===== src/rv_pkg.sv =====
`default_nettype none

package rv_pkg;

    // ------------------------------------------------------------------------
    // widths and sizes
    // ------------------------------------------------------------------------
    localparam int XLEN        = 32;
    localparam int REG_ADDR_W  = 5;
    localparam int IMEM_WORDS  = 4096;
    localparam int IMEM_ADDR_W = $clog2(IMEM_WORDS);   // 12

    // ------------------------------------------------------------------------
    // instruction encodings
    // ------------------------------------------------------------------------
    localparam logic [6:0] OPC_OP_IMM = 7'b001_0011;
    localparam logic [6:0] OPC_OP     = 7'b011_0011;

    localparam logic [2:0] F3_ADD_SUB = 3'b000;
    localparam logic [2:0] F3_SLL     = 3'b001;
    localparam logic [2:0] F3_SLT     = 3'b010;
    localparam logic [2:0] F3_SLTU    = 3'b011;
    localparam logic [2:0] F3_XOR     = 3'b100;
    localparam logic [2:0] F3_OR      = 3'b110;
    localparam logic [2:0] F3_AND     = 3'b111;

    localparam logic [6:0] F7_SUB     = 7'b010_0000;

    localparam logic [XLEN-1:0] INSN_NOP = 32'h0000_0013;   // addi x0,x0,0

    // alu operation field
    localparam int ALU_OP_W = 4;
    localparam logic [ALU_OP_W-1:0] ALU_ADD  = 4'd0;
    localparam logic [ALU_OP_W-1:0] ALU_SUB  = 4'd1;
    localparam logic [ALU_OP_W-1:0] ALU_SLT  = 4'd2;
    localparam logic [ALU_OP_W-1:0] ALU_SLTU = 4'd3;
    localparam logic [ALU_OP_W-1:0] ALU_XOR  = 4'd4;
    localparam logic [ALU_OP_W-1:0] ALU_OR   = 4'd5;
    localparam logic [ALU_OP_W-1:0] ALU_AND  = 4'd6;
    localparam logic [ALU_OP_W-1:0] ALU_SLL  = 4'd7;

    // ------------------------------------------------------------------------
    // instruction word, R and I views over the same 32 bits
    // ------------------------------------------------------------------------
    typedef union packed {
        struct packed {
            logic [6:0]            funct7;
            logic [REG_ADDR_W-1:0] rs2;
            logic [REG_ADDR_W-1:0] rs1;
            logic [2:0]            funct3;
            logic [REG_ADDR_W-1:0] rd;
            logic [6:0]            opcode;
        } r;
        struct packed {
            logic [11:0]           imm12;
            logic [REG_ADDR_W-1:0] rs1;
            logic [2:0]            funct3;
            logic [REG_ADDR_W-1:0] rd;
            logic [6:0]            opcode;
        } i;
    } insn_u;

    // pipeline records
    typedef struct packed {
        logic            valid;
        logic [XLEN-1:0] insn;
    } fetch_t;

    typedef struct packed {
        logic                  valid;
        logic [ALU_OP_W-1:0]   alu_op;
        logic [XLEN-1:0]       op1;
        logic [XLEN-1:0]       op2;
        logic [REG_ADDR_W-1:0] rd;
    } exec_t;

    typedef struct packed {
        logic                  wr_en;
        logic [REG_ADDR_W-1:0] rd;
        logic [XLEN-1:0]       data;
    } wb_t;

    typedef struct packed {
        logic [IMEM_ADDR_W-1:0] idx;
        logic [XLEN-1:0]        word;
    } load_t;

endpackage

`default_nettype wire

===== src/fetch_unit.sv =====
`default_nettype none

module fetch_unit
    import rv_pkg::*;
(
    input  wire logic                   sys_clk_i,
    input  wire logic                   rst_n_i,
    input  wire logic                   run_i,
    input  wire logic [XLEN-1:0]        fetch_insn_i,   // word at fetch_idx_o
    output logic [IMEM_ADDR_W-1:0]      fetch_idx_o,
    output fetch_t                      fetch_o
);

    logic [IMEM_ADDR_W-1:0] pc_r;      // word index, not byte address
    fetch_t                 fetch_r;

    // ------------------------------------------------------------------------
    // program counter
    // ------------------------------------------------------------------------
    always_ff @(posedge sys_clk_i) begin
        if (!rst_n_i || !run_i) begin
            pc_r <= '0;                                  // restart at word 0
        end else begin
            pc_r <= pc_r + IMEM_ADDR_W'(1);
        end
    end

    // ------------------------------------------------------------------------
    // fetch to decode register
    // ------------------------------------------------------------------------
    always_ff @(posedge sys_clk_i) begin
        if (!rst_n_i || !run_i) begin
            fetch_r.valid <= 1'b0;
            fetch_r.insn  <= INSN_NOP;
        end else begin
            fetch_r.valid <= 1'b1;
            fetch_r.insn  <= fetch_insn_i;
        end
    end

    assign fetch_idx_o = pc_r;
    assign fetch_o     = fetch_r;

endmodule

`default_nettype wire


===== config.mk =====
export PLATFORM = sky130hd
export DESIGN_NAME = fetch_unit
export DESIGN_NICKNAME = d
export VERILOG_FILES = /design/src/rv_pkg.sv /design/src/fetch_unit.sv
export SDC_FILE = /design/constraint.sdc
export NUM_CORES = 1
export LEC_CHECK = 0
export BUFFER_PORTS_ARGS = -buffer_cell sky130_fd_sc_hd__buf_4
export CORE_MARGIN = 2
export CORE_UTILIZATION = 35
export DETAILED_ROUTE_END_ITERATION = 12
export GPL_ROUTABILITY_DRIVEN = 0
export PLACE_DENSITY = 0.75
export SYNTH_ARGS = -nofsm -noshare
export SYNTH_HDL_FRONTEND = slang
export SYNTH_SLANG_ARGS = --single-unit

===== constraint.sdc =====
create_clock -name sys_clk_i -period 3 [get_ports sys_clk_i]
set_clock_uncertainty 0.1 [all_clocks]
set_input_delay 0.3 -clock sys_clk_i [delete_from_list [all_inputs] [get_ports sys_clk_i]]
set_output_delay 0.3 -clock sys_clk_i [all_outputs]
set_load 0.01 [all_outputs]

# == Word-level counts from Yosys, hierarchy flattened ==
# Index checks and enable logic that the tools add are counted.
# word_totals
ff_bits,45
input_bits,35
wordCells,8
# classes
n_addsub,1
n_mux,1
reduce_logical,3
# op_table
operator,n
33-bit two-way mux,1
"12-bit by 1-bit adder with 12-bit output, second input constant",1
1-bit logical NOT,2
1-bit logical OR,1

# == Depth between registers and ports, before layout ==
# depth
depth_word,3
mapped_depth,5
ltp_nobuf,5

# == Least setup slack after synthesis ==
# OpenSTA, ideal clock, no wires.
# synth_path
kind,register to register
startpoint,reg pc_r[0] (netlist: fetch_idx_o[0])
endpoint,reg pc_r[8] (netlist: fetch_idx_o[8])
arrival_time_ns,1.134
setup_slack_ns,1.638
path_stages_with_launch,6
cell_sequence,dfxtp_1 -> ha_1 -> and4_1 -> nand4_1 -> xor2_1 -> nor2_1
# synth_via
elab_chain_cells,1
# synth_lines
element,line,text
start: declaration,fetch_unit.sv:14,logic [IMEM_ADDR_W-1:0] pc_r;
start signal: assignment,fetch_unit.sv:24,pc_r <= pc_r + IMEM_ADDR_W'(1);
12-bit by 1-bit adder with 12-bit output,fetch_unit.sv:24,
# Every way passes these cells.
# A chain may end at the register's enable or synchronous reset.

# == Worst setup path after layout ==
# layout_path
startpoint,reg pc_r[4] (netlist: fetch_idx_o[4])
endpoint,reg pc_r[11] (netlist: fetch_idx_o[11])
# Same word-level chain as after synthesis.

==> impl_metrics.toml <==
[logic_synthesis]
yosysSeqAreaShare = 0.656
yosys.area_share.simple = 0.250
synth_top_family_by_area = "simple AND/OR/NAND/NOR gates"
async_flop_share = 0
synth_cells = 123
synth_compound_area_frac = 0.0128
yosysUniqueCellTypes = 20
yosysMostFrequentCell = "dfxtp_1"
synth_area_leaders = "dfxtp_1 (66%), and3_1 (14%), xor2_1 (4.5%)"
synth_edf_count = 0
ys_ff_latch = 45
syn_nets = 159
synthAdderAreaFrac = 0.00911
postSynthAreaPerCell_um2 = 11.2
synthMuxAreaShare = 0
yosys_warnings = 0
synth_ff_type = "dfxtp_1"
yosys.area.top_type = "dfxtp_1"
synth_common_cells = "dfxtp_1 (45), and3_1 (31), nor2_1 (9), clkbuf_1 (7), xor2_1 (7)"
yosysTopAreaCellShare = 0.656
synth_area_um2 = 1370
synth_xor_area_frac = 0.0510

[power]
power_leakage_nw = 1.09
irDropWorstVdd_v = 0.000332
power.density_nw_per_um2 = 581

[sta]
fin_crit_ns = 1.41
finalSetupTns_ns = 0
slew_violations = 0
hold_viol = 0
setup_viol = 0
rsz0062_at_grt = "false"
max_slew_margin = 0.769
fmax_ghz = 0.709
period_share = 0.470
worst_pin_slew_ns = 0.345

[global_routing]
grt_overflow = 0
grt_usage = 0.140
grt_pass1_vias = 1025
grt_first_pass_wirelength_um = 4570
grt_max_degree = 32
antenna_found_initial = 0

[floorplanning]
start_util = 0.370
die_area_um2 = 4440
core_region_area_um2 = 3720
placementRows = 22
dieHeight_um = 66.7
ios = 80
die_w_um = 66.7

[critical_path]
critPathBufInv = 0
crit_path_cell_trace = "and3_1 > nand3_2 > or3_1 > a21oi_1"
path_depth = 4
crit_required_ns = 3.12
startpoint = "fetch_idx_o[4]"
cp-start-kind = "flip-flop"
path_max_fanout = 5
end_kind = "flip-flop"
arrival_ns = 1.53
reg2reg_slack_ns = 1.59
critical-path-top-delay-family = "simple AND/OR/NAND/NOR gates"
reg2reg_to = "fetch_idx_o[11]"
critical_path_class = "reg -> reg"
crit_slowest_cell = "dfxtp_1"
reg2reg_depth = 4
r2r-start = "fetch_idx_o[4]"
crit_end = "fetch_idx_o[11]"
crit_path_max_incr_delay_ns = 0.39

[route]
via_count = 1129
drt_iter0_drc = 48
drtAntennaViolNets = 0
finalWirelength_um = 2910
first_pass_iters = 3
wire_per_inst_um = 11.6
drcViolationCount = 0
via_per_inst = 4.50

[cells_and_area]
drive_gt1_frac = 0.443
nets = 238
final_cell_count_no_fill = 251
syn2layout_area_growth_pct = 55.4
multi_input_area_um2 = 443
regArea_um2 = 901
final_core_util = 0.574
fillerInstances = 328
diodes = 0

[place]
port_buffers = 79
place_hpwl_um = 2130
place_inst = 243

[clock_tree]
clk_pin_slew_worst_paths_ns = 0.08
post_cts_buffers = 0
htree_num_levels = 2
clockRootBuffer = "clkbuf_8"
cts_tree = "yes"
cts_buffers = 5
ctsResizeCount = 0
ctsHoldBuffers = 0
clock_path_buffers = 2
cts.sinks = 45
clk_latency_ns = 0.29

[status]
status = "finished, final reports clean"

[hold_path]
hold_path_class = "in -> reg"
holdPathStages = 2

[flow_run]
drv_cap = 0
==> registers in the layout, indices dropped and copies added, names as in the netlist <==
signal / flops
fetch_o: 33
fetch_idx_o: 12
==> metrics by stage <==
stage	area [µm²]	worst slack [ns]	total power, mW	hold WS (ns)
global route	2130	1.48	1.30	0.0809
CTS	2130	1.58	1.26	0.0790
floorplan	1370	1.64	0.667	0.301
detailed placement	2000	1.40	0.733	0.374
global placement	2000	1.43	0.732	0.373
finish	2130	1.59	1.24	0.0887
==> kinds of logic after synthesis <==
family / count (synthesis)
flops: 45
xor+xnor: 8
simple gates: 58
fa+ha+maj: 1
buf+inv: 8
compound gates: 3
==> worst register-to-register path, cell delays in order (launching register included) <==
cell and delay, ns:
dfxtp_1 0.39, and3_1 0.21, nand3_2 0.13, or3_1 0.37
a21oi_1 0.13
==> cell usage in the layout, fill, tap and decap left out, types with 2 or more instances in the layout <==
cell type   n
nand3_1     3
nor2_1      9
clkbuf_8    5
dfxtp_1    45
nand2b_1    3
buf_4      79
nand2_1     4
bufinv_16   2
nand3_2     2
nand4_1     2
xor2_1      7
and3_1     31
==> worst min path at each step <==
| stage | startpoint | end | slack [ns] |
|---|---|---|---|
| final | fetch_insn_i[0] | fetch_o[0] | 0.09 |
| after global routing | fetch_insn_i[0] | fetch_o[0] | 0.08 |
| after CTS | fetch_insn_i[0] | fetch_o[0] | 0.08 |
| after detailed placement | fetch_idx_o[0] | fetch_idx_o[0] | 0.37 |
| after global placement | fetch_idx_o[0] | fetch_idx_o[0] | 0.37 |
| after floorplan | fetch_insn_i[0] | fetch_o[0] | 0.30 |
==> area by class of cell <==
class / count / share of cell area
clock buffer: 5 / 0.0322
inverter: 1 / 0.00176
multi-input combinational: 70 / 0.208
timing repair buffer: 79 / 0.278
tap: 48 / 0.0281
clock inverter: 3 / 0.0305
sequential: 45 / 0.422
==> routing by layer <==
metal	track usage	wire [µm]	vias to the layer above
li1	-	-	573
met1	0.158	1200	498
met2	0.220	1360	52
met3	0.0760	301	6
met4	0.0536	42	0
met5	0	0	-
==> power breakdown <==
group	switching (mW)	internal [mW]	total, mW
clock network	0.191	0.331	0.522
logic	0.0362	0.0590	0.0952
registers	0.00614	0.616	0.622
total	0.234	1.01	1.24
(Power assumes the default switching activity.)
