[src/rv_pkg.sv]
`default_nettype none

package rv_pkg;

    // ------------------------------------------------------------------------
    // widths and sizes
    // ------------------------------------------------------------------------
    localparam int XLEN        = 32;
    localparam int REG_ADDR_W  = 5;
    localparam int IMEM_WORDS  = 4096;
    localparam int IMEM_ADDR_W = $clog2(IMEM_WORDS);   // 12

    // ------------------------------------------------------------------------
    // instruction encodings
    // ------------------------------------------------------------------------
    localparam logic [6:0] OPC_OP_IMM = 7'b001_0011;
    localparam logic [6:0] OPC_OP     = 7'b011_0011;

    localparam logic [2:0] F3_ADD_SUB = 3'b000;
    localparam logic [2:0] F3_SLL     = 3'b001;
    localparam logic [2:0] F3_SLT     = 3'b010;
    localparam logic [2:0] F3_SLTU    = 3'b011;
    localparam logic [2:0] F3_XOR     = 3'b100;
    localparam logic [2:0] F3_OR      = 3'b110;
    localparam logic [2:0] F3_AND     = 3'b111;

    localparam logic [6:0] F7_SUB     = 7'b010_0000;

    localparam logic [XLEN-1:0] INSN_NOP = 32'h0000_0013;   // addi x0,x0,0

    // alu operation field
    localparam int ALU_OP_W = 4;
    localparam logic [ALU_OP_W-1:0] ALU_ADD  = 4'd0;
    localparam logic [ALU_OP_W-1:0] ALU_SUB  = 4'd1;
    localparam logic [ALU_OP_W-1:0] ALU_SLT  = 4'd2;
    localparam logic [ALU_OP_W-1:0] ALU_SLTU = 4'd3;
    localparam logic [ALU_OP_W-1:0] ALU_XOR  = 4'd4;
    localparam logic [ALU_OP_W-1:0] ALU_OR   = 4'd5;
    localparam logic [ALU_OP_W-1:0] ALU_AND  = 4'd6;
    localparam logic [ALU_OP_W-1:0] ALU_SLL  = 4'd7;

    // ------------------------------------------------------------------------
    // instruction word, R and I views over the same 32 bits
    // ------------------------------------------------------------------------
    typedef union packed {
        struct packed {
            logic [6:0]            funct7;
            logic [REG_ADDR_W-1:0] rs2;
            logic [REG_ADDR_W-1:0] rs1;
            logic [2:0]            funct3;
            logic [REG_ADDR_W-1:0] rd;
            logic [6:0]            opcode;
        } r;
        struct packed {
            logic [11:0]           imm12;
            logic [REG_ADDR_W-1:0] rs1;
            logic [2:0]            funct3;
            logic [REG_ADDR_W-1:0] rd;
            logic [6:0]            opcode;
        } i;
    } insn_u;

    // pipeline records
    typedef struct packed {
        logic            valid;
        logic [XLEN-1:0] insn;
    } fetch_t;

    typedef struct packed {
        logic                  valid;
        logic [ALU_OP_W-1:0]   alu_op;
        logic [XLEN-1:0]       op1;
        logic [XLEN-1:0]       op2;
        logic [REG_ADDR_W-1:0] rd;
    } exec_t;

    typedef struct packed {
        logic                  wr_en;
        logic [REG_ADDR_W-1:0] rd;
        logic [XLEN-1:0]       data;
    } wb_t;

    typedef struct packed {
        logic [IMEM_ADDR_W-1:0] idx;
        logic [XLEN-1:0]        word;
    } load_t;

endpackage

`default_nettype wire
[src/reg_file.sv]
`default_nettype none

module reg_file
    import rv_pkg::*;
(
    input  wire logic                  sys_clk_i,
    input  wire logic                  rst_n_i,
    input  wire logic [REG_ADDR_W-1:0] rs1_idx_i,
    input  wire logic [REG_ADDR_W-1:0] rs2_idx_i,
    output logic [XLEN-1:0]            rs1_data_o,
    output logic [XLEN-1:0]            rs2_data_o,
    input  wire wb_t                   wb_i
);

    localparam int NUM_REGS = 2 ** REG_ADDR_W;

    logic [XLEN-1:0] regs [NUM_REGS];

    // x0 first, then same-cycle write-back, then the array
    function automatic logic [XLEN-1:0] read_port(
        input logic [REG_ADDR_W-1:0] idx,
        input wb_t                   wb,
        input logic [XLEN-1:0]       stored
    );
        if (idx == '0) begin
            return '0;
        end else if (wb.wr_en && wb.rd == idx) begin
            return wb.data;           // bypass
        end
        return stored;
    endfunction

    assign rs1_data_o = read_port(rs1_idx_i, wb_i, regs[rs1_idx_i]);
    assign rs2_data_o = read_port(rs2_idx_i, wb_i, regs[rs2_idx_i]);

    always_ff @(posedge sys_clk_i) begin
        if (!rst_n_i) begin
            for (int i = 0; i < NUM_REGS; i++) begin
                regs[i] <= '0;
            end
        end else if (wb_i.wr_en && wb_i.rd != '0) begin   // x0 stays zero
            regs[wb_i.rd] <= wb_i.data;
        end
    end

endmodule

`default_nettype wire

[config.mk]
export PLATFORM = sky130hd
export DESIGN_NAME = reg_file
export DESIGN_NICKNAME = d
export VERILOG_FILES = /design/src/rv_pkg.sv /design/src/reg_file.sv
export SDC_FILE = /design/constraint.sdc
export NUM_CORES = 2
export LEC_CHECK = 0
export BUFFER_PORTS_ARGS = -buffer_cell sky130_fd_sc_hd__buf_2
export CAP_MARGIN = 20
export CORE_MARGIN = 10
export CORE_UTILIZATION = 57
export CTS_CLUSTER_DIAMETER = 30
export DETAILED_ROUTE_END_ITERATION = 16
export PLACE_DENSITY = 0.73
export RECOVER_POWER = 25
export SYNTH_ARGS = -nofsm -noshare
export SYNTH_HDL_FRONTEND = slang
export SYNTH_SLANG_ARGS = --single-unit
[constraint.sdc]
create_clock -name sys_clk_i -period 5.3 [get_ports sys_clk_i]
set_clock_uncertainty 0.2 [all_clocks]
set_input_delay 0.265 -clock sys_clk_i [delete_from_list [all_inputs] [get_ports sys_clk_i]]
set_output_delay 0.265 -clock sys_clk_i [all_outputs]
set_load 0.03 [all_outputs]
Yosys cells after proc, flatten, opt, wreduce, memory -nomap -nowiden --
Memories as Yosys holds them, arrays and structs flattened. Cells that the tools add are included.
Storage, ports and cells: memory bits (read-only) 0, bits in latches 0, input bits 50, register bits 0, RAM bits 1024, memories 1, output and inout port bits 64
Memories:
- regs | depth 32, bits a word 32, read ports 2, clocked after memory_dff 0, wr ports 32, line reg_file.sv:17 | logic [XLEN-1:0] regs [NUM_REGS];
Operators by class: $lt $le $gt $ge 0, bitwise logic cells 0, mux-type cells 17, div/mod/pow operators 0, shift-type cells 0, equality and inequality tests 2, add/subtract/negate cells 0, reductions and logical operators 7, multipliers 0
Operators with widths (count):
- two-way mux 32 bit | 7
- OR reduction 32 bit | 1
- == test 5 bit | 2
- zero test 5 bit | 2
- two-way mux 1 bit | 9
- two-way mux 5 bit | 1
- nonzero test 5 bit | 1
- logical AND 1 bit | 3

Longest topological paths before layout --
depth in word-level cells 7, gate-level depth with buffers 10, gate-level depth less buffers 5

Least setup slack after synthesis --
No wires, ideal clock.
kind input to register, start in wb_i[34] in the netlist's numbering, end mem regs[24][0] (enable), slack 1.224 ns, stages on the path 6, library setup time 0.466 ns, arrival 3.410 ns, required time 4.634 ns, cells stage by stage buf_2 -> or3_1 -> clkbuf_1 -> nand3b_1 -> clkbuf_1 -> o21ai_0
RTL lines:
- start, declared | line reg_file.sv:12 | input wire wb_t wb_i
- end, declared | line reg_file.sv:17

==> flow_summary.toml <==
[cells_and_area]
largest_register_ffs = 1024
regArea_mm2 = 0.0307
mostFrequentLayoutCell = "edfxtp_1"
layout.cells.non_filler = 5279
multi_input_area_mm2 = 0.0235
reg_top3 = "regs x1024"
fin_nets = 3870
final_cell_mix = "edfxtp_1 (1024), and2_1 (824), mux4_2 (428)"
area_growth_pct = 16.8
nFillCells = 6494
top_register = "regs"
drive_gt1_frac = 0.268

[timing]
rsz0062_at_grt = "no"
relSlewSlack = -1.46
fin_setup_tns_ns = 0
slew_viol_final = 521
worstMarginPinSlew_ns = 3.65
fmax_mhz = 215
fin_ws_ns = 0.659
hold_viol = 0
setup_viol = 0
fin_crit_ns = 4.64
hold_ws_ns = 0.0603
fin_crit_sh = 0.876

[power]
leakagePower_nw = 23.1
irDropWorstVdd_v = 0.000431
p_per_area_mw_per_mm2 = 393
power_mw = 25.5

[route]
wl_met2_um = 82700
m1WireLength_um = 66300
drt_iter0_drc = 6022
drc_errors = 0
num_vias = 37000
dr_wl_met3_um = 27000
via_per_inst = 7.02
wirelength_um = 185000
wire_per_inst_um = 35.1
highest_layer = "met5"
dr.pass1.iters = 6
drtAntennaViolNets = 0

[worst_setup_path]
slowest_delay_ns = 2.85
path_cells = "clkbuf_1 -> nand2_1 -> nor2_1 -> nand2_1 -> o21ai_0 -> buf_4"
worstPathRequired_ns = 5.53
cp_slowest_cell = "o21ai_0"
cp_data_arrival_time_ns = 4.87
cp_max_fo = 18
worstSetupStartpointType = "input pin"
cpMostUsedCell = "nand2_1"
critPathKind = "input pin to flop"
cp-end-kind = "flop"
crit_end = "regs[10][5]"
crit_start = "rst_n_i"

[grt]
overflow = 0
grt_pass1_vias = 37400
grt_first_pass_wirelength_um = 263000
antenna_found_initial = 7
grt_usage = 0.330
grt_max_degree = 113

[synthesis]
yosys.area_share.xor_xnor = 0.00157
yosys_warnings = 0
ys_async_sr_fraction = 0
netlist_area_mm2 = 0.0557
ys_ff_latch = 1024
yosysUniqueCellTypes = 57
synth_top_family_by_area = "multiplexers"
synth_flop_cell = "edfxtp_1"
synth_edf_count = 1024
synth_fa_ha_area_frac = 0
syn_inst = 3729
synth-seq-area-share = 0.553
synth_compound_area_frac = 0.0470
synthMuxAreaShare = 0.235
avgSynthCellArea_um2 = 14.9
synth_simple_gate_area_frac = 0.129

[placement]
post-place-ws_ns = 1.48
placed_cells = 4854
port_buffers = 113
routabilityCongestion = 0.892
place_hpwl_um = 105000

[die]
fp.dieW_um = 332
floorplan.initialDensity = 0.575
coreArea_mm2 = 0.0969
die_h_um = 332
die_area_mm2 = 0.111
ios = 114
rows = 114

[run_status]
failed_checks = "capacitance limit, slew limit"
status = "finished with violations"

[clocking]
holdBufCountCts = 29
cts_tree = "yes"
cts_inserted_buffers = 205
htreeDepth = 4
clock-sinks = 1024
clockBufferDepth = 3
path_clk_slew_ns = 0.05
post_cts_resized = 0
post-cts-setup-buffer-count = 0
root_buffer = "clkbuf_16"

[job]
maxCapViolCount = 25

[hold_path]
hp-class = "input pin to flop"
metrics by stage:
step                utilization  area [um2]
floorplan                     -       55800
global placement          0.595       57600
detailed placement        0.596       57700
CTS                       0.673       65200
global route              0.671       65000
finish                    0.671       65000
critical path: cells and delay by family:
kind,cells,cell delay [ns]
AOI/OAI and AO/OA,1,2.85
buffers and inverters,2,0.96
and+or+nand+nor,3,0.74
per-layer routing:
layer	track usage	vias up
met5	0	-
met4	0.151	8
met3	0.111	559
met2	0.493	3113
met1	0.435	18700
li1	-	14600
final cells by class:
| cell class | instances | share of cell area |
|---|---|---|
| repair buffers | 258 | 0.0295 |
| flip-flops and latches | 1024 | 0.473 |
| clock buffers | 231 | 0.0818 |
| diodes | 7 | 0.000270 |
| clock inverters | 152 | 0.0283 |
| inverters | 19 | 0.00114 |
| well taps | 1276 | 0.0246 |
| multi-input cells | 2312 | 0.361 |
synth_stat cells, types with 4 or more instances:
| library cell | count | area [um2] |
|---|---|---|
| a211o_1 | 18 | 158 |
| a211oi_1 | 31 | 233 |
| a21oi_1 | 42 | 210 |
| a221o_1 | 39 | 390 |
| a221o_2 | 6 | 67.6 |
| a221oi_1 | 33 | 289 |
| a22oi_1 | 38 | 285 |
| a31oi_1 | 17 | 106 |
| and2_1 | 1010 | 6320 |
| buf_1 | 14 | 52.6 |
| buf_2 | 54 | 270 |
| buf_4 | 16 | 120 |
| buf_6 | 20 | 225 |
| buf_8 | 4 | 60.1 |
| clkbuf_1 | 288 | 1080 |
| clkbuf_8 | 7 | 96.3 |
| edfxtp_1 | 1024 | 30700 |
| inv_1 | 18 | 67.6 |
| mux2_2 | 40 | 450 |
| mux2i_1 | 212 | 2120 |
| mux4_1 | 32 | 841 |
| mux4_2 | 428 | 9640 |
| nand2_1 | 77 | 289 |
| nand3_1 | 15 | 75.1 |
| nand3b_1 | 6 | 45.0 |
| nor2_1 | 51 | 191 |
| nor2b_1 | 18 | 113 |
| nor3_1 | 5 | 25.0 |
| o211ai_1 | 42 | 315 |
| o21ai_0 | 58 | 290 |
| o21bai_1 | 5 | 37.5 |
| o22ai_1 | 24 | 150 |
| xnor2_1 | 6 | 52.6 |
| xor2_1 | 4 | 35.0 |
where the power goes:
group / total [mW] / leakage, nW / switching (mW) / internal, mW
combinational: 2.68 / 9.87 / 1.65 / 1.02
sequential: 9.62 / 9.75 / 0.232 / 9.39
clock: 13.2 / 3.44 / 4.46 / 8.79
worst min-delay path by stage:
stage | start | to | depth (start not counted)
after global placement | wb_i[7] | regs[13][7] | 2
after CTS | wb_i[6] | regs[27][6] | 2
after floorplan | wb_i[31] | regs[1][31] | 1
after detailed placement | wb_i[4] | regs[9][4] | 2
after global routing | wb_i[18] | regs[15][18] | 2
final | wb_i[6] | regs[17][6] | 2
cell families after synthesis:
group,Yosys count
compound gates,362
simple gates,1196
mux,712
buf+inv,424
other cells,1
flops,1024
xor+xnor,10
No activity file was read; power rests on OpenSTA's default activity.
