===== config.mk =====
export PLATFORM = sky130hd
export DESIGN_NAME = decode_stage
export DESIGN_NICKNAME = d
export VERILOG_FILES = /design/src/rv_pkg.sv /design/src/decode_stage.sv
export SDC_FILE = /design/constraint.sdc
export NUM_CORES = 1
export LEC_CHECK = 0
export BUFFER_PORTS_ARGS = -buffer_cell sky130_fd_sc_hd__buf_4
export CORE_ASPECT_RATIO = 0.7
export CORE_MARGIN = 3
export CORE_UTILIZATION = 36
export DETAILED_ROUTE_END_ITERATION = 8
export HOLD_SLACK_MARGIN = 0.03
export PLACE_DENSITY = 0.83
export SLEW_MARGIN = 5
export SYNTH_ARGS = -nofsm -noshare
export SYNTH_HDL_FRONTEND = slang
export SYNTH_SLANG_ARGS = --single-unit

===== constraint.sdc =====
create_clock -name sys_clk_i -period 1.55 [get_ports sys_clk_i]
set_input_delay 0.0775 -clock sys_clk_i [delete_from_list [all_inputs] [get_ports sys_clk_i]]
set_output_delay 0.0775 -clock sys_clk_i [all_outputs]
set_load 0.01 [all_outputs]

===== src/rv_pkg.sv =====
`default_nettype none

package rv_pkg;

    // ------------------------------------------------------------------------
    // widths and sizes
    // ------------------------------------------------------------------------
    localparam int XLEN        = 32;
    localparam int REG_ADDR_W  = 5;
    localparam int IMEM_WORDS  = 4096;
    localparam int IMEM_ADDR_W = $clog2(IMEM_WORDS);   // 12

    // ------------------------------------------------------------------------
    // instruction encodings
    // ------------------------------------------------------------------------
    localparam logic [6:0] OPC_OP_IMM = 7'b001_0011;
    localparam logic [6:0] OPC_OP     = 7'b011_0011;

    localparam logic [2:0] F3_ADD_SUB = 3'b000;
    localparam logic [2:0] F3_SLL     = 3'b001;
    localparam logic [2:0] F3_SLT     = 3'b010;
    localparam logic [2:0] F3_SLTU    = 3'b011;
    localparam logic [2:0] F3_XOR     = 3'b100;
    localparam logic [2:0] F3_OR      = 3'b110;
    localparam logic [2:0] F3_AND     = 3'b111;

    localparam logic [6:0] F7_SUB     = 7'b010_0000;

    localparam logic [XLEN-1:0] INSN_NOP = 32'h0000_0013;   // addi x0,x0,0

    // alu operation field
    localparam int ALU_OP_W = 4;
    localparam logic [ALU_OP_W-1:0] ALU_ADD  = 4'd0;
    localparam logic [ALU_OP_W-1:0] ALU_SUB  = 4'd1;
    localparam logic [ALU_OP_W-1:0] ALU_SLT  = 4'd2;
    localparam logic [ALU_OP_W-1:0] ALU_SLTU = 4'd3;
    localparam logic [ALU_OP_W-1:0] ALU_XOR  = 4'd4;
    localparam logic [ALU_OP_W-1:0] ALU_OR   = 4'd5;
    localparam logic [ALU_OP_W-1:0] ALU_AND  = 4'd6;
    localparam logic [ALU_OP_W-1:0] ALU_SLL  = 4'd7;

    // ------------------------------------------------------------------------
    // instruction word, R and I views over the same 32 bits
    // ------------------------------------------------------------------------
    typedef union packed {
        struct packed {
            logic [6:0]            funct7;
            logic [REG_ADDR_W-1:0] rs2;
            logic [REG_ADDR_W-1:0] rs1;
            logic [2:0]            funct3;
            logic [REG_ADDR_W-1:0] rd;
            logic [6:0]            opcode;
        } r;
        struct packed {
            logic [11:0]           imm12;
            logic [REG_ADDR_W-1:0] rs1;
            logic [2:0]            funct3;
            logic [REG_ADDR_W-1:0] rd;
            logic [6:0]            opcode;
        } i;
    } insn_u;

    // pipeline records
    typedef struct packed {
        logic            valid;
        logic [XLEN-1:0] insn;
    } fetch_t;

    typedef struct packed {
        logic                  valid;
        logic [ALU_OP_W-1:0]   alu_op;
        logic [XLEN-1:0]       op1;
        logic [XLEN-1:0]       op2;
        logic [REG_ADDR_W-1:0] rd;
    } exec_t;

    typedef struct packed {
        logic                  wr_en;
        logic [REG_ADDR_W-1:0] rd;
        logic [XLEN-1:0]       data;
    } wb_t;

    typedef struct packed {
        logic [IMEM_ADDR_W-1:0] idx;
        logic [XLEN-1:0]        word;
    } load_t;

endpackage

`default_nettype wire

===== src/decode_stage.sv =====
`default_nettype none

module decode_stage
    import rv_pkg::*;
(
    input  wire logic                  sys_clk_i,
    input  wire logic                  rst_n_i,
    input  wire fetch_t                fetch_i,
    // register file read
    output logic [REG_ADDR_W-1:0]      rs1_idx_o,
    output logic [REG_ADDR_W-1:0]      rs2_idx_o,
    input  wire logic [XLEN-1:0]       rs1_data_i,
    input  wire logic [XLEN-1:0]       rs2_data_i,
    // to execute
    output exec_t                      exec_o
);

    insn_u               insn;
    logic [ALU_OP_W-1:0] alu_op;
    logic                use_imm;     // op2 from imm12
    logic                supported;
    logic [XLEN-1:0]     imm_sext;
    exec_t               exec_d;
    exec_t               exec_r;

    assign insn     = fetch_i.insn;
    assign imm_sext = {{(XLEN-12){insn.i.imm12[11]}}, insn.i.imm12};

    // rs2 field is imm bits for I type, harmless read
    assign rs1_idx_o = insn.r.rs1;
    assign rs2_idx_o = insn.r.rs2;

    // ------------------------------------------------------------------------
    // opcode / funct decode
    // ------------------------------------------------------------------------
    always_comb begin
        alu_op    = ALU_ADD;
        use_imm   = 1'b0;
        supported = 1'b0;
        case (insn.r.opcode)
            OPC_OP_IMM: begin
                use_imm   = 1'b1;
                supported = 1'b1;
                case (insn.i.funct3)
                    F3_ADD_SUB: alu_op = ALU_ADD;
                    F3_SLT:     alu_op = ALU_SLT;
                    F3_SLTU:    alu_op = ALU_SLTU;
                    F3_XOR:     alu_op = ALU_XOR;
                    F3_OR:      alu_op = ALU_OR;
                    F3_AND:     alu_op = ALU_AND;
                    F3_SLL: begin
                        alu_op    = ALU_SLL;
                        supported = (insn.r.funct7 == 7'b0);   // upper imm bits must be 0
                    end
                    default:    supported = 1'b0;              // shift right not built
                endcase
            end
            OPC_OP: begin
                if (insn.r.funct3 == F3_ADD_SUB) begin
                    if (insn.r.funct7 == 7'b0) begin
                        alu_op    = ALU_ADD;
                        supported = 1'b1;
                    end else if (insn.r.funct7 == F7_SUB) begin
                        alu_op    = ALU_SUB;
                        supported = 1'b1;
                    end
                end
            end
            default: supported = 1'b0;   // loads, stores, branches, lui, jal
        endcase
    end

    always_comb begin
        exec_d.valid  = fetch_i.valid & supported;
        exec_d.alu_op = alu_op;
        exec_d.op1    = rs1_data_i;
        exec_d.op2    = use_imm ? imm_sext : rs2_data_i;
        exec_d.rd     = insn.r.rd;
    end

    // ------------------------------------------------------------------------
    // decode to execute register
    // ------------------------------------------------------------------------
    always_ff @(posedge sys_clk_i) begin
        exec_r <= exec_d;
        if (!rst_n_i) begin
            exec_r.valid <= 1'b0;   // payload left as is
        end
    end

    assign exec_o = exec_r;

endmodule

`default_nettype wire


**Yosys cells after proc, flatten, opt, wreduce, memory -nomap -nowiden**

Cells that the tools add are included.

- Output and inout bits: 84
- Register bits after elaboration: 74
- Bits of input ports: 99
- Logic and storage cells: 30

- Equality and inequality tests: 9
- Muxes and demuxes: 12
- Reductions and logical operators: 3
- Bitwise operators: 1

Operators with widths:

| operator | number |
|---|---|
| 2-to-1 mux 32 bit | 1 |
| one-hot mux 3 bit (6 select lines) | 1 |
| equality test 7 x 6 -> 1 bit (second input constant) | 2 |
| equality test 3 bit (second input constant) | 3 |
| equality test 7 x 5 -> 1 bit (second input constant) | 1 |
| logical NOT 7 bit | 1 |
| 2-to-1 mux 1 bit | 7 |
| equality test 3 x 2 -> 1 bit (second input constant) | 2 |
| one-hot mux 3 bit (2 select lines) | 1 |
| OR reduction 6 bit | 1 |
| one-hot mux 1 bit (2 select lines) | 2 |
| equality test 3 x 1 -> 1 bit (second input constant) | 1 |
| logical NOT 3 bit | 1 |
| AND 1 bit | 1 |

**Depth between registers and ports, before layout**

- Depth in word-level cells: 6
- Gate-level depth with buffers: 5

**Worst setup path before layout**

Ideal clock, no wire load.

- Path type: input to register
- Start: in fetch_i[25] in the netlist's numbering
- End: reg exec_r, in the netlist exec_o[73]
- Path slack: 0.146 ns
- Data arrival time: 1.346 ns
- Stages on the path: 4
- Path through: or4_1 -> or4_1 -> nor3_2 -> o211a_1

- Word-level cells in the longest chain between the ends: 6
- Elaborated cells on any way between the ends: 8
- Those cells by class: 1 x eq/ne; 5 x mux; 1 x bitwise; 1 x reduce/logical

Ends and longest elaborated chain:

| what | RTL line | source |
|---|---|---|
| start, declared | decode_stage.sv:8 | `input wire fetch_t fetch_i,` |
| equality test 7 x 6 -> 1 bit | decode_stage.sv:63 | `end else if (insn.r.funct7 == F7_SUB) begin` |
| 2-to-1 mux 1 bit | decode_stage.sv:63 |  |
| 2-to-1 mux 1 bit | decode_stage.sv:60 | `if (insn.r.funct7 == 7'b0) begin` |
| 2-to-1 mux 1 bit | decode_stage.sv:59 | `if (insn.r.funct3 == F3_ADD_SUB) begin` |
| one-hot mux 1 bit (2 select lines) * | decode_stage.sv:40 | `case (insn.r.opcode)` |
| AND 1 bit * | decode_stage.sv:74 | `exec_d.valid = fetch_i.valid & supported;` |
| end, declared | decode_stage.sv:24 | `exec_t exec_r;` |

Mark *: on every way between the ends. The rest lies on a longest branch, timed or not.
A chain may end at the register's enable or synchronous reset.

**Worst setup path after layout**

- Start: in fetch_i[14] in the netlist's numbering
- End: reg exec_r, in the netlist exec_o[73]

- Word-level cells in the longest chain between the ends: 5
- Elaborated cells on any way between the ends: 12
- Those cells by class: 6 x eq/ne; 3 x mux; 1 x bitwise; 2 x reduce/logical

Ends and longest elaborated chain:

| what | RTL line | source |
|---|---|---|
| equality test 3 bit, or another cell as far along | decode_stage.sv:44 | `case (insn.i.funct3)` |
| OR reduction 6 bit (no source line) | -- |  |
| one-hot mux 1 bit (2 select lines) | decode_stage.sv:44 |  |
| one-hot mux 1 bit (2 select lines) * | decode_stage.sv:40 |  |
| AND 1 bit * | decode_stage.sv:74 |  |

Marks and branches as above.

==> impl_results.md <==
- Worst EP arrival: 1.71 ns
- Status: finished clean
- Yosys warns: 0
- Clk pin slew, worst setup/hold paths: 0.07 ns
- DRT met1 WL: 2.40 mm
- Finished Layout Cells: 475
- Total clock sinks: 73
- Post-cts resize count: 0
- Vias in the first global route: 2304
- Most common cell after layout, fill and taps aside: buf_4
- Critical Path Slowest Stage Cell: dlygate4sd3_1
- Die width: 95.4 µm
- Die Span Y: about 69 µm
- CP max stage delay: approximately 0.54 ns
- Startpoint Class: input pin
- Vias: between 2000 and 2500
- Slew Limit Fails: 0
- Met3 wire len: 508 µm
- Dpl hpwl: ~4.5 mm
- Antenna cells: 0
- Antenna Nets Post-Route: 0
- Syn Nets: approximately 250
- Crit-path cells: dlygate4sd3_1 > buf_4 > or4_1 > nor3_2 > o211a_1
- Delay-heaviest family, CP: simple AND/OR/NAND/NOR gates
- Crit. End Element: flip-flop
- Global-route usage over all layers: 0.241
- WL final: 8.01 mm
- Commonest cells after routing, fill and taps aside: buf_4 (174), dlygate4sd3_1 (83), dfxtp_1 (73), a21o_1 (21), mux2_2 (11)
- WS Path Type: input pin to flip-flop
- HP Class: input pin to flip-flop
- Initial drt markers: between 50 and 60
- TritonCTS Buffers: 9
- Row count: 22
- Worst slack, placed: -0.0899 ns
- FILL cells: 290
- Layout cells sized above 1: 0.504
- Inst Count DP: between 300 and 400
- Floorplan core area: about 0.0053 mm²
- Max reg flops: between 70 and 80
- Setup TNS: 0 ns
- Pre-antenna DRT Iters: 4
- Port bufs: roughly 170
- Post-Syn Area per Cell: ~14 µm²
- H-Tree Depth: 3
- Final Hold Viols: 0
- Die Area: about 0.0065 mm²
- Final clock period utilization by the worst path: 0.918
- Layout Nets: about 500
- Met2 WL: 4.88 mm
- Crit path buf inv count: 2
- Tmin final: 1.42 ns
- Clock root cell: clkbuf_8
- VDD IR max: 1000 µV
- RSZ-0062 raised after global routing: no
- Min setup slack post-route: around 0.13 ns
- Sequential area share after synthesis: 0.726
- Max-Cap Viols: 0
- Reg area: around 0.0015 mm²
- GRT overflow: 0
- Starting density of the core: 0.379
- Pwr Density: ~1000 mW/mm²
- Num ports: between 150 and 200
- # DRC: 0
- CTS tree: built
- Final setup viols: 0
- Routability cong.: 0.754
- Post-synth cell types: 21
- Fmax: 703 MHz
- Avg WL per Cell: around 17 µm
- First-pass GRT wire length: 11.2 mm
- Post-Syn Instances: around 150
- Clock Path Buffers: 2
- Leakage power: roughly 2.2 nW
- Initial antenna violation count: 0
- Worst EP required: roughly 1.8 ns
- Tot Pwr: approximately 4.6 mW
- Cell Area, Synth: 0.00201 mm²
- Largest net degree at the start of global routing: 22
- CP Max Fanout: 5
- DR vias/cell: ~4.3
- Hold_ws: around 0.074 ns
- Multi-input logic area: 444 µm²
- DR top layer: met4
- Number of synthesized register bits: 73
- P&R area growth vs syn: 119%
kinds of logic after synthesis:
logic type | Yosys count | synth area share
simple gates | 18 | 0.0603
flops | 73 | 0.726
xor+xnor | 1 | 0.00435
other cells | 1 | 0.00186
compound gates | 25 | 0.0926
mux | 11 | 0.0615
buf+inv | 17 | 0.0534
through the flow:
stage / instance area, µm² / util
global placement: 3310 / 0.622
floorplan: 2010 / -
detailed placement: 3310 / 0.622
global route: 4400 / 0.829
CTS: 4400 / 0.829
finish: 4400 / 0.829
synthesized netlist by cell type (all sizes together):
| cell | instances | area [µm²] |
|---|---|---|
| or4 | 3 | 22.5 |
| nor4b | 1 | 15.0 |
| buf | 13 | 92.6 |
| dfxtp | 73 | 1460 |
| a21o | 21 | 158 |
| nand3 | 1 | 5.00 |
| nor3 | 1 | 10.0 |
| nand4b | 1 | 15.0 |
| inv | 1 | 3.75 |
| conb | 1 | 3.75 |
| nand2 | 1 | 3.75 |
| o211a | 1 | 10.0 |
| o21ai | 1 | 5.00 |
| mux2 | 11 | 124 |
| nor2b | 5 | 31.3 |
| nor2 | 5 | 18.8 |
| o2bb2ai | 1 | 8.76 |
| a21oi | 1 | 5.00 |
| xnor2 | 1 | 8.76 |
| clkbuf | 3 | 11.3 |
power by group:
group          total [mW]  switching [mW]  internal [mW]
registers            2.01          0.0328           1.97
logic               0.656           0.211          0.445
clock network        1.96           0.711           1.24
cell type report:
cell class                      count  share of cell area
Timing Repair Buffer              257               0.486
Sequential cell                    73               0.332
Multi-Input combinational cell     56               0.101
Clock inverter                      6              0.0313
Clock buffer                       10              0.0290
Tap cell                           72              0.0205
Inverter                            1            0.000853
what timing repair did:
| item | CTS | global route |
|---|---|---|
| buffers inserted | 0 | 0 |
| setup endpoints to repair | 0 | 0 |
| hold endpoints to repair | 72 | 0 |
| hold buffers | 83 | 0 |
worst paths after layout:
check	startpoint	endpoint	slack (ns)	depth (start not counted)
setup / recovery	fetch_i[14]	exec_o[73]	0.13	5
hold / removal	fetch_i[13]	exec_o[69]	0.07	3
routing by layer:
| layer | up-vias | track usage |
|---|---|---|
| li1 | 980 | - |
| met2 | 93 | 0.515 |
| met1 | 953 | 0.196 |
| met5 | - | 0 |
| met3 | 25 | 0.0835 |
| met4 | 0 | 0.112 |
No activity file was read; power rests on OpenSTA's default activity.
