--- src/rv_pkg.sv ---
`default_nettype none

package rv_pkg;

    // ------------------------------------------------------------------------
    // widths and sizes
    // ------------------------------------------------------------------------
    localparam int XLEN        = 32;
    localparam int REG_ADDR_W  = 5;
    localparam int IMEM_WORDS  = 4096;
    localparam int IMEM_ADDR_W = $clog2(IMEM_WORDS);   // 12

    // ------------------------------------------------------------------------
    // instruction encodings
    // ------------------------------------------------------------------------
    localparam logic [6:0] OPC_OP_IMM = 7'b001_0011;
    localparam logic [6:0] OPC_OP     = 7'b011_0011;

    localparam logic [2:0] F3_ADD_SUB = 3'b000;
    localparam logic [2:0] F3_SLL     = 3'b001;
    localparam logic [2:0] F3_SLT     = 3'b010;
    localparam logic [2:0] F3_SLTU    = 3'b011;
    localparam logic [2:0] F3_XOR     = 3'b100;
    localparam logic [2:0] F3_OR      = 3'b110;
    localparam logic [2:0] F3_AND     = 3'b111;

    localparam logic [6:0] F7_SUB     = 7'b010_0000;

    localparam logic [XLEN-1:0] INSN_NOP = 32'h0000_0013;   // addi x0,x0,0

    // alu operation field
    localparam int ALU_OP_W = 4;
    localparam logic [ALU_OP_W-1:0] ALU_ADD  = 4'd0;
    localparam logic [ALU_OP_W-1:0] ALU_SUB  = 4'd1;
    localparam logic [ALU_OP_W-1:0] ALU_SLT  = 4'd2;
    localparam logic [ALU_OP_W-1:0] ALU_SLTU = 4'd3;
    localparam logic [ALU_OP_W-1:0] ALU_XOR  = 4'd4;
    localparam logic [ALU_OP_W-1:0] ALU_OR   = 4'd5;
    localparam logic [ALU_OP_W-1:0] ALU_AND  = 4'd6;
    localparam logic [ALU_OP_W-1:0] ALU_SLL  = 4'd7;

    // ------------------------------------------------------------------------
    // instruction word, R and I views over the same 32 bits
    // ------------------------------------------------------------------------
    typedef union packed {
        struct packed {
            logic [6:0]            funct7;
            logic [REG_ADDR_W-1:0] rs2;
            logic [REG_ADDR_W-1:0] rs1;
            logic [2:0]            funct3;
            logic [REG_ADDR_W-1:0] rd;
            logic [6:0]            opcode;
        } r;
        struct packed {
            logic [11:0]           imm12;
            logic [REG_ADDR_W-1:0] rs1;
            logic [2:0]            funct3;
            logic [REG_ADDR_W-1:0] rd;
            logic [6:0]            opcode;
        } i;
    } insn_u;

    // pipeline records
    typedef struct packed {
        logic            valid;
        logic [XLEN-1:0] insn;
    } fetch_t;

    typedef struct packed {
        logic                  valid;
        logic [ALU_OP_W-1:0]   alu_op;
        logic [XLEN-1:0]       op1;
        logic [XLEN-1:0]       op2;
        logic [REG_ADDR_W-1:0] rd;
    } exec_t;

    typedef struct packed {
        logic                  wr_en;
        logic [REG_ADDR_W-1:0] rd;
        logic [XLEN-1:0]       data;
    } wb_t;

    typedef struct packed {
        logic [IMEM_ADDR_W-1:0] idx;
        logic [XLEN-1:0]        word;
    } load_t;

endpackage

`default_nettype wire
--- src/execute_stage.sv ---
`default_nettype none

module execute_stage
    import rv_pkg::*;
(
    input  wire exec_t exec_i,
    output wb_t        wb_o
);

    logic [XLEN-1:0] result;
    logic [4:0]      shamt;

    assign shamt = exec_i.op2[4:0];

    // ------------------------------------------------------------------------
    // ALU
    // ------------------------------------------------------------------------
    always_comb begin
        case (exec_i.alu_op)
            ALU_ADD:  result = exec_i.op1 + exec_i.op2;
            ALU_SUB:  result = exec_i.op1 - exec_i.op2;   // rs1 - rs2
            ALU_SLT: begin
                result = ($signed(exec_i.op1) < $signed(exec_i.op2)) ?
                         XLEN'(1) : '0;
            end
            ALU_SLTU: result = (exec_i.op1 < exec_i.op2) ? XLEN'(1) : '0;
            ALU_XOR:  result = exec_i.op1 ^ exec_i.op2;
            ALU_OR:   result = exec_i.op1 | exec_i.op2;
            ALU_AND:  result = exec_i.op1 & exec_i.op2;
            ALU_SLL:  result = exec_i.op1 << shamt;
            default:  result = '0;
        endcase
    end

    // rd x0 still shows up here, reg_file drops it
    always_comb begin
        wb_o.wr_en = exec_i.valid;
        wb_o.rd    = exec_i.rd;
        wb_o.data  = result;
    end

endmodule

`default_nettype wire

--- config.mk ---
export PLATFORM = sky130hd
export DESIGN_NAME = execute_stage
export DESIGN_NICKNAME = d
export VERILOG_FILES = /design/src/rv_pkg.sv /design/src/execute_stage.sv
export SDC_FILE = /design/constraint.sdc
export NUM_CORES = 1
export LEC_CHECK = 0
export BUFFER_PORTS_ARGS = -buffer_cell sky130_fd_sc_hd__buf_2
export CAP_MARGIN = 15
export CORE_MARGIN = 2
export CORE_UTILIZATION = 65
export DETAILED_ROUTE_END_ITERATION = 16
export PLACE_DENSITY = 0.9
export SYNTH_ARGS = -nofsm -noshare
export SYNTH_HDL_FRONTEND = slang
export SYNTH_SLANG_ARGS = --single-unit
--- constraint.sdc ---
create_clock -name vclk -period 11.45
set_clock_uncertainty 0.1 [all_clocks]
set_input_delay 1.7175 -clock vclk [all_inputs]
set_output_delay 1.7175 -clock vclk [all_outputs]
set_load 0.05 [all_outputs]
# == Word-level counts from Yosys, hierarchy flattened ==
# Index checks and enable logic that the tools add are counted.
# classes
add_sub_neg,2
magnitude_cmp,2
eq_ne,7
shift,1
muxes,3
bitwise_logic,3
reduce_logical,1
# ops
op,count
$pmux W32 S8,1
$lt A32 B32 Y1,2
$add A32 B32 Y32,1
$and A32 B32 Y32,1
$or A32 B32 Y32,1
$shl A32 B5 Y32,1
$sub A32 B32 Y32,1
$xor A32 B32 Y32,1
$eq A4 B3 Y1 const B,4
$eq A4 B2 Y1 const B,2
$eq A4 B1 Y1 const B,1
$logic_not A4 Y1,1
$mux W1,2
# totals
reg_bits,0
inputBits,74
output_inout_bits,38
elab_cells,19

# == Longest topological paths before layout ==
# Gate-level depths: netlist (run 1).
# logic_depth
depth_word,3
depth_mapped,15
depth_no_buf,12

# == Worst setup path before layout (run 1) ==
# Ideal clock, no wire load.
# synth_timing
path_type,input port to output port
from,input exec_i[6] (netlist name)
to,output wb_o[21] (netlist name)
t_arrival_ns,5.799
t_required_ns,9.633
path_slack_ns,3.833
cell_stages,13
path_buffers,4
cell_sequence,buf_2 -> buf_2 -> buf_2 -> buf_2 -> inv_1 -> ha_1 -> a21oi_1 -> o31ai_4 -> nand4_1 -> a31o_2 -> nand2_1 -> a41o_1 -> o311ai_0
# synth_rtl
item,line_no,source
"start, declared",execute_stage.sv:6,"input wire exec_t exec_i,"
"end, declared",execute_stage.sv:7,output wb_t wb_o

==> impl_results.md, run 1 <==
- Status: complete, no violations
- Rel. slew slack: 0.3102
- DRC viols: 0
- Mapped Cells: 968
- DR vias: 8251
- Core Region: 0.01018 mm2
- # IOs: 112
- Startpoint types: input port
- Internal: 0.1320 mW
- Post-synthesis average cell area: 6.935 um2
- Crit path top cell by count: buf_2
- Setup CP Type: in -> out
- NetSw: 0.2626 mW
- Rows: 37
- Horiz. Die Dim: 105.6 um
- Pwr Density: 55.44 mW/mm2
- Multi-input logic area: 0.006001 mm2
- Pin count of the biggest net entering global routing: 48
- Mapped Nets: 1144
- GR Overflow Total: 0
- Max-cap viol count: 0
- Synth warn: 0
- Post-CTS setup buffer count: 0
- Tot Pwr: 0.3946 mW
- Dpl hpwl: 19840 um
- Unrepaired setup endpoints after global routing: false
- Setup WS post-layout: 3839 ps
- Input/output buffers: 100
- Setup Total Neg Slack: 0 ps
- GR Util All Layers: 0.4364
- Cell variety after synth: 82
- Seq_cells: 0
- Max Clk Rate: 131.4 MHz
- DIE AREA: 0.01116 mm2
- Final hold vios: 0
- Critical path required time: 9630 ps
- Routed WL: 25650 um
- CP max stage delay: 610 ps
- Register share of total power: 0
- Initial DRC count: 1188
- Vias per cell: 7.238
- Crit path cell chain: buf_2, inv_1, ha_1, inv_2, o31ai_4, nand4_1, a31o_2, a2111oi_2, nor4_1, o41ai_2, xnor2_1, o21ai_1, buf_2
- Crit end category: output port
- Post-CTS Hold Buffers: 0
- Slew @ Worst Pin: 1035 ps
- P&R area growth vs syn: 6.039%
- Clk network pwr share: 0
- Antenna diodes: 0
- Syn Std Cell Area: 0.006713 mm2
- Final Wtd Congestion: 1.044
- VDD IR-drop max: 30.91 uV
- FF/Latch Area: 0 um2
- Clkbuf count: 0
- Sw frac: 0.6655
- CP startpoint: exec_i[8]
- Hold crit path type: in -> out
- Vias in the first global route: 7509
- Crit path time final: 7611 ps
- CP arrival: 5790 ps
- First-pass GRT wire length: 39360 um
- Leak: 3.386 nW
- Sequential cell area fraction in the yosys report: 0
- Slowest cell on crit path: ha_1
- Period utilisation layout: 0.6647
- Iteration count of the initial detailed-routing pass: 6
- Initial Util: 0.6591
- Nets: 1182
- Slew Limit Fails: 0
- Die Ht: 105.6 um
- Cell Area, Placed: 0.007118 mm2
- Initial antenna violation count: 0
- Number of fill cells in the layout: 951
- Comb pwr share: 1.000
- Wire per inst: 22.50 um
- Hold Crit Start: exec_i[0]
- Pre-CTS setup slack: 4005 ps
- Post-cts sizing count: 0
- Final instance area: 0.007118 mm2
- Final Setup Violations: 0
- Final antenna-violating net count: 0
- CP Max Fanout: 33
- Fraction of layout cells with a size suffix above 1: 0.1534
==> kinds of logic after synthesis <==
group                    after synthesis  synth area share
multiplexers                          67            0.1433
adder cells (fa/ha/maj)              102            0.1924
AO/OA/AOI/OAI                        345            0.3484
XOR/XNOR                              21           0.02740
buffers and inverters                174            0.1061
AND/OR/NAND/NOR                      259            0.1825
==> worst paths after layout <==
| check | endpoint | slack (ps) | cells past startpoint |
|---|---|---|---|
| setup / recovery | wb_o[29] | 3840 | 13 |
| hold / removal | wb_o[32] | 3340 | 0 |
==> power groups by stage <==
stage	registers [mW]	clock network [mW]	logic, mW
after global placement	0	0	0.376
after floorplan	0	0	0.284
after global routing	0	0	0.418
after CTS	0	0	0.381
after detailed placement	0	0	0.379
final	0	0	0.395
==> cells in the final DEF, fill, tap and decap left out, types with 7 or more instances in the layout <==
master / count
a21oi_1: 92
a221oi_1: 13
xnor2_1: 15
nand4_1: 8
buf_2: 100
nand3_1: 20
nor2_1: 73
o31ai_1: 7
a31oi_1: 13
nor2b_1: 10
o22ai_1: 20
o21bai_1: 14
inv_1: 97
o221ai_1: 7
nor3_1: 20
o21a_1: 8
o21ai_0: 55
o211ai_1: 12
a211oi_1: 19
mux4_2: 23
mux2i_1: 41
o211a_1: 8
nand2b_1: 7
a21o_1: 8
buf_4: 9
nand2_1: 78
ha_1: 100
and3_1: 7
==> synthesized netlist by cell type, types with 4 or more instances <==
cell type,instances,area (um2)
nand2_1,78,292.8
nand2b_1,7,43.79
or2_2,5,31.28
inv_1,97,364.1
or3_1,6,37.54
o31ai_1,7,52.55
o221ai_1,7,61.31
nand4_1,8,50.05
a21oi_1,92,460.4
a22oi_1,5,37.54
buf_2,14,70.07
mux4_2,23,518.0
o31a_1,5,43.79
buf_1,9,33.78
nand3_1,20,100.1
o21a_1,8,60.06
clkbuf_1,39,146.4
o21ai_1,6,30.03
o41ai_1,5,43.79
xor2_1,6,52.55
o21bai_1,14,105.1
a221oi_1,13,113.9
nor3_1,20,100.1
a21o_1,8,60.06
a31oi_1,13,81.33
and2_1,4,25.02
a211o_1,6,52.55
o211ai_1,12,90.09
o21ai_0,55,275.3
o211a_1,8,80.08
xnor2_1,15,131.4
a311oi_1,4,35.03
mux2i_1,41,410.4
a211oi_1,19,142.6
nor2_1,73,274.0
and3_1,7,43.79
buf_4,11,82.58
o22ai_1,20,125.1
nor2b_1,10,62.56
ha_1,100,1251
nor4_1,6,37.54
==> metrics by stage <==
step | utilization | hold WS (ps) | cells
3_5_place_dp | 0.6989 | 3335 | 1140
3_3_place_gp | 0.6989 | 3335 | 1140
2_1_floorplan | - | 3502 | 968
6_report | 0.6989 | 3335 | 1140
5_1_grt | 0.6989 | 3335 | 1140
4_1_cts | 0.6989 | 3335 | 1140
==> final cells by class <==
type                       instances  share of cell area
inverter                         101             0.05326
multi-input combinational        794              0.8430
tap                              136             0.02391
timing repair buffer             109             0.07980
==> layer usage <==
layer / vias to the layer above / wire, um / track usage
li1: 3644 / - / -
met4: 0 / 1712 / 0.2227
met3: 136 / 3220 / 0.06432
met2: 674 / 11230 / 0.7143
met1: 3797 / 9490 / 0.5565
met5: - / 0 / 0
==> critical path: cells and delay by family <==
family | cells | cell delay (ps)
xor+xnor | 1 | 120
buf+inv | 4 | 1380
fa+ha+maj | 1 | 610
compound gates | 5 | 1670
simple gates | 2 | 290
No activity file was read; power rests on OpenSTA's default activity.
==> run 2, diff against run 1 <==
--- a/config.mk
+++ b/config.mk
@@ -8,9 +8,9 @@
 export BUFFER_PORTS_ARGS = -buffer_cell sky130_fd_sc_hd__buf_2
 export CAP_MARGIN = 15
 export CORE_MARGIN = 2
-export CORE_UTILIZATION = 65
+export CORE_UTILIZATION = 55
 export DETAILED_ROUTE_END_ITERATION = 16
-export PLACE_DENSITY = 0.9
+export PLACE_DENSITY = 0.81
 export SYNTH_ARGS = -nofsm -noshare
 export SYNTH_HDL_FRONTEND = slang
 export SYNTH_SLANG_ARGS = --single-unit
==> constraint.sdc (replaced) <==
create_clock -name vclk -period 6.1
set_clock_uncertainty 0.1 [all_clocks]
set_input_delay 0.915 -clock vclk [all_inputs]
set_output_delay 0.915 -clock vclk [all_outputs]
set_load 0.05 [all_outputs]
==> run 2 against run 1 <==
  * Core utilization shrank 9.7 points
  * Critical path depth is the same
  * Non-clock buffer count grew 9
  * Sequential share of layout area is the same
  * Critical endpoint unchanged
==> impl_results.md, run 2 (same netlist as run 1, synthesis figures left out) <==
- Status: complete, no violations
- Hold crit path type: in -> out
- FF/Latch Area: 0 um2 (unchanged)
- Worst Path Buf+Inv: 4 (unchanged)
- Number of fill cells in the layout: 1181 (+24%)
- Post-CTS setup buffer count: 0 (unchanged)
- Pwr Density: 102.9 mW/mm2 (+86%)
- Worst Hold Depth: 0 (unchanged)
- Setup CP Type: in -> out
- Horiz. Die Dim: 114.5 um (+8.4%)
- Fraction of layout cells with a size suffix above 1: 0.1609 (+0.007522)
- Non-filler cells, final: 1160 (+1.8%)
- GR Util All Layers: 0.3864 (-0.05007)
- Setup WS post-layout: 704.5 ps (-3135 ps)
- Iteration count of the initial detailed-routing pass: 9 (+3)
- Rel. slew slack: 0.4649 (+0.1548)
- Max Clk Rate: 185.3 MHz
- Critical path required time: 5080 ps (-4550 ps)
- Crit path cell chain: buf_2, inv_1, ha_1, inv_2, o31ai_4, nand4_1, a31o_2, a2111oi_2, nor4_1, o41ai_2, xnor2_1, o21ai_1, buf_2
- Post-CTS Hold Buffers: 0 (unchanged)
- P&R area growth vs syn: 7.251%
- Initial antenna violation count: 0 (unchanged)
- CP max stage delay: 580 ps (-30 ps)
- Dpl hpwl: 20260 um (+2.1%)
- Post-cts sizing count: 0 (unchanged)
- CP arrival: 4380 ps (-1410 ps)
- # IOs: 112 (unchanged)
- Unrepaired setup endpoints after global routing: false
- Final hold vios: 0 (unchanged)
- Hold WS: 1730 ps (-1605 ps)
- Rows: 40 (+8.1%)
- Startpoint types: input port
- Crit path top cell by count: buf_2
- Antenna diodes: 0 (unchanged)
- Final Wtd Congestion: 1.050 (+0.52%)
- Initial Util: 0.5612 (-0.09790)
- Core Region: 0.01196 mm2 (+17%)
- DR vias: 8055 (-2.4%)
- Critical path's top delay family: compound AO/OA/AOI/OAI gates
- DRC viols: 0 (unchanged)
- Pre-CTS setup slack: 826.9 ps (-3178 ps)
- Input/output buffers: 100 (unchanged)
- Placed Cells incl. Taps: 1160 (+1.8%)
- Crit end category: output port
- Seq_cells: 0 (unchanged)
- Wire per inst: 22.18 um (-1.4%)
- First-pass GRT wire length: 40230 um (+2.2%)
- Crit path time final: 5396 ps
- Period utilisation layout: 0.8845
- Clkbuf count: 0 (unchanged)
- Slowest cell on crit path: a2111oi_2
- Vias in the first global route: 7387 (-1.6%)
- WP depth: 13 (unchanged)
- Most frequent cells in the layout: 100 x ha_1, 100 x buf_2, 97 x inv_1
- DIE AREA: 0.01310 mm2 (+17%)
- VDD IR-drop max: 48.82 uV (+58%)
- Slew Limit Fails: 0 (unchanged)
- Pin count of the biggest net entering global routing: 43 (-10%)
- Setup Total Neg Slack: 0 ps (unchanged)
- Final Setup Violations: 0 (unchanged)
- CP Max Fanout: 21 (-36%)
- Final antenna-violating net count: 0 (unchanged)
- Max-cap viol count: 0 (unchanged)
- Vias per cell: 6.944 (-4.1%)
- Die Ht: 114.5 um (+8.4%)
- Slew @ Worst Pin: 800.1 ps (-234.6 ps)
- Routed WL: 25730 um (+0.28%)
- GR Overflow Total: 0 (unchanged)
- Initial DRC count: 986 (-17%)
- Leak: 3.429 nW (+1.2%)
- Nets: 1191 (+0.76%)
==> run 2: cell types whose count changed in the layout (fill, tap and decap cells not counted), sizes merged <==
cell	previous run	this run
buf	109	118
==> run 2: layer usage <==
metal	vias to the layer above	GRT usage	routed length, um
met5	-	0	0
met2	558	0.6205	11310
li1	3661	-	-
met4	0	0.1846	1538
met3	121	0.05029	2690
met1	3715	0.5118	10180
==> run 2: stage by stage <==
step	area (um2)	power, mW	utilization
floorplan	6713	0.5326	-
global placement	7199	0.7147	0.6019
detailed placement	7199	0.7173	0.6019
CTS	7199	0.7200	0.6019
global route	7199	0.7951	0.6019
finish	7199	0.7405	0.6019
==> run 2: final cells by class <==
class                      instances  area (um2)  share of cell area
multi-input combinational        794        6001              0.8335
timing repair buffer             118       635.6             0.08829
inverter                         101       379.1             0.05266
tap                              147       183.9             0.02555
==> run 2: worst paths after layout <==
path,startpoint,slack (ps),endpoint
worst max-delay path,exec_i[7],700,wb_o[29]
worst min-delay path,exec_i[0],1730,wb_o[32]
==> run 2: where the power goes <==
group / switching, mW / leakage, nW / internal [mW] / total (mW)
Sequential: 0 / 0 / 0 / 0
Combinational: 0.489 / 3.43 / 0.251 / 0.741
Clock: 0 / 0 / 0 / 0
Total: 0.489 / 3.43 / 0.251 / 0.741
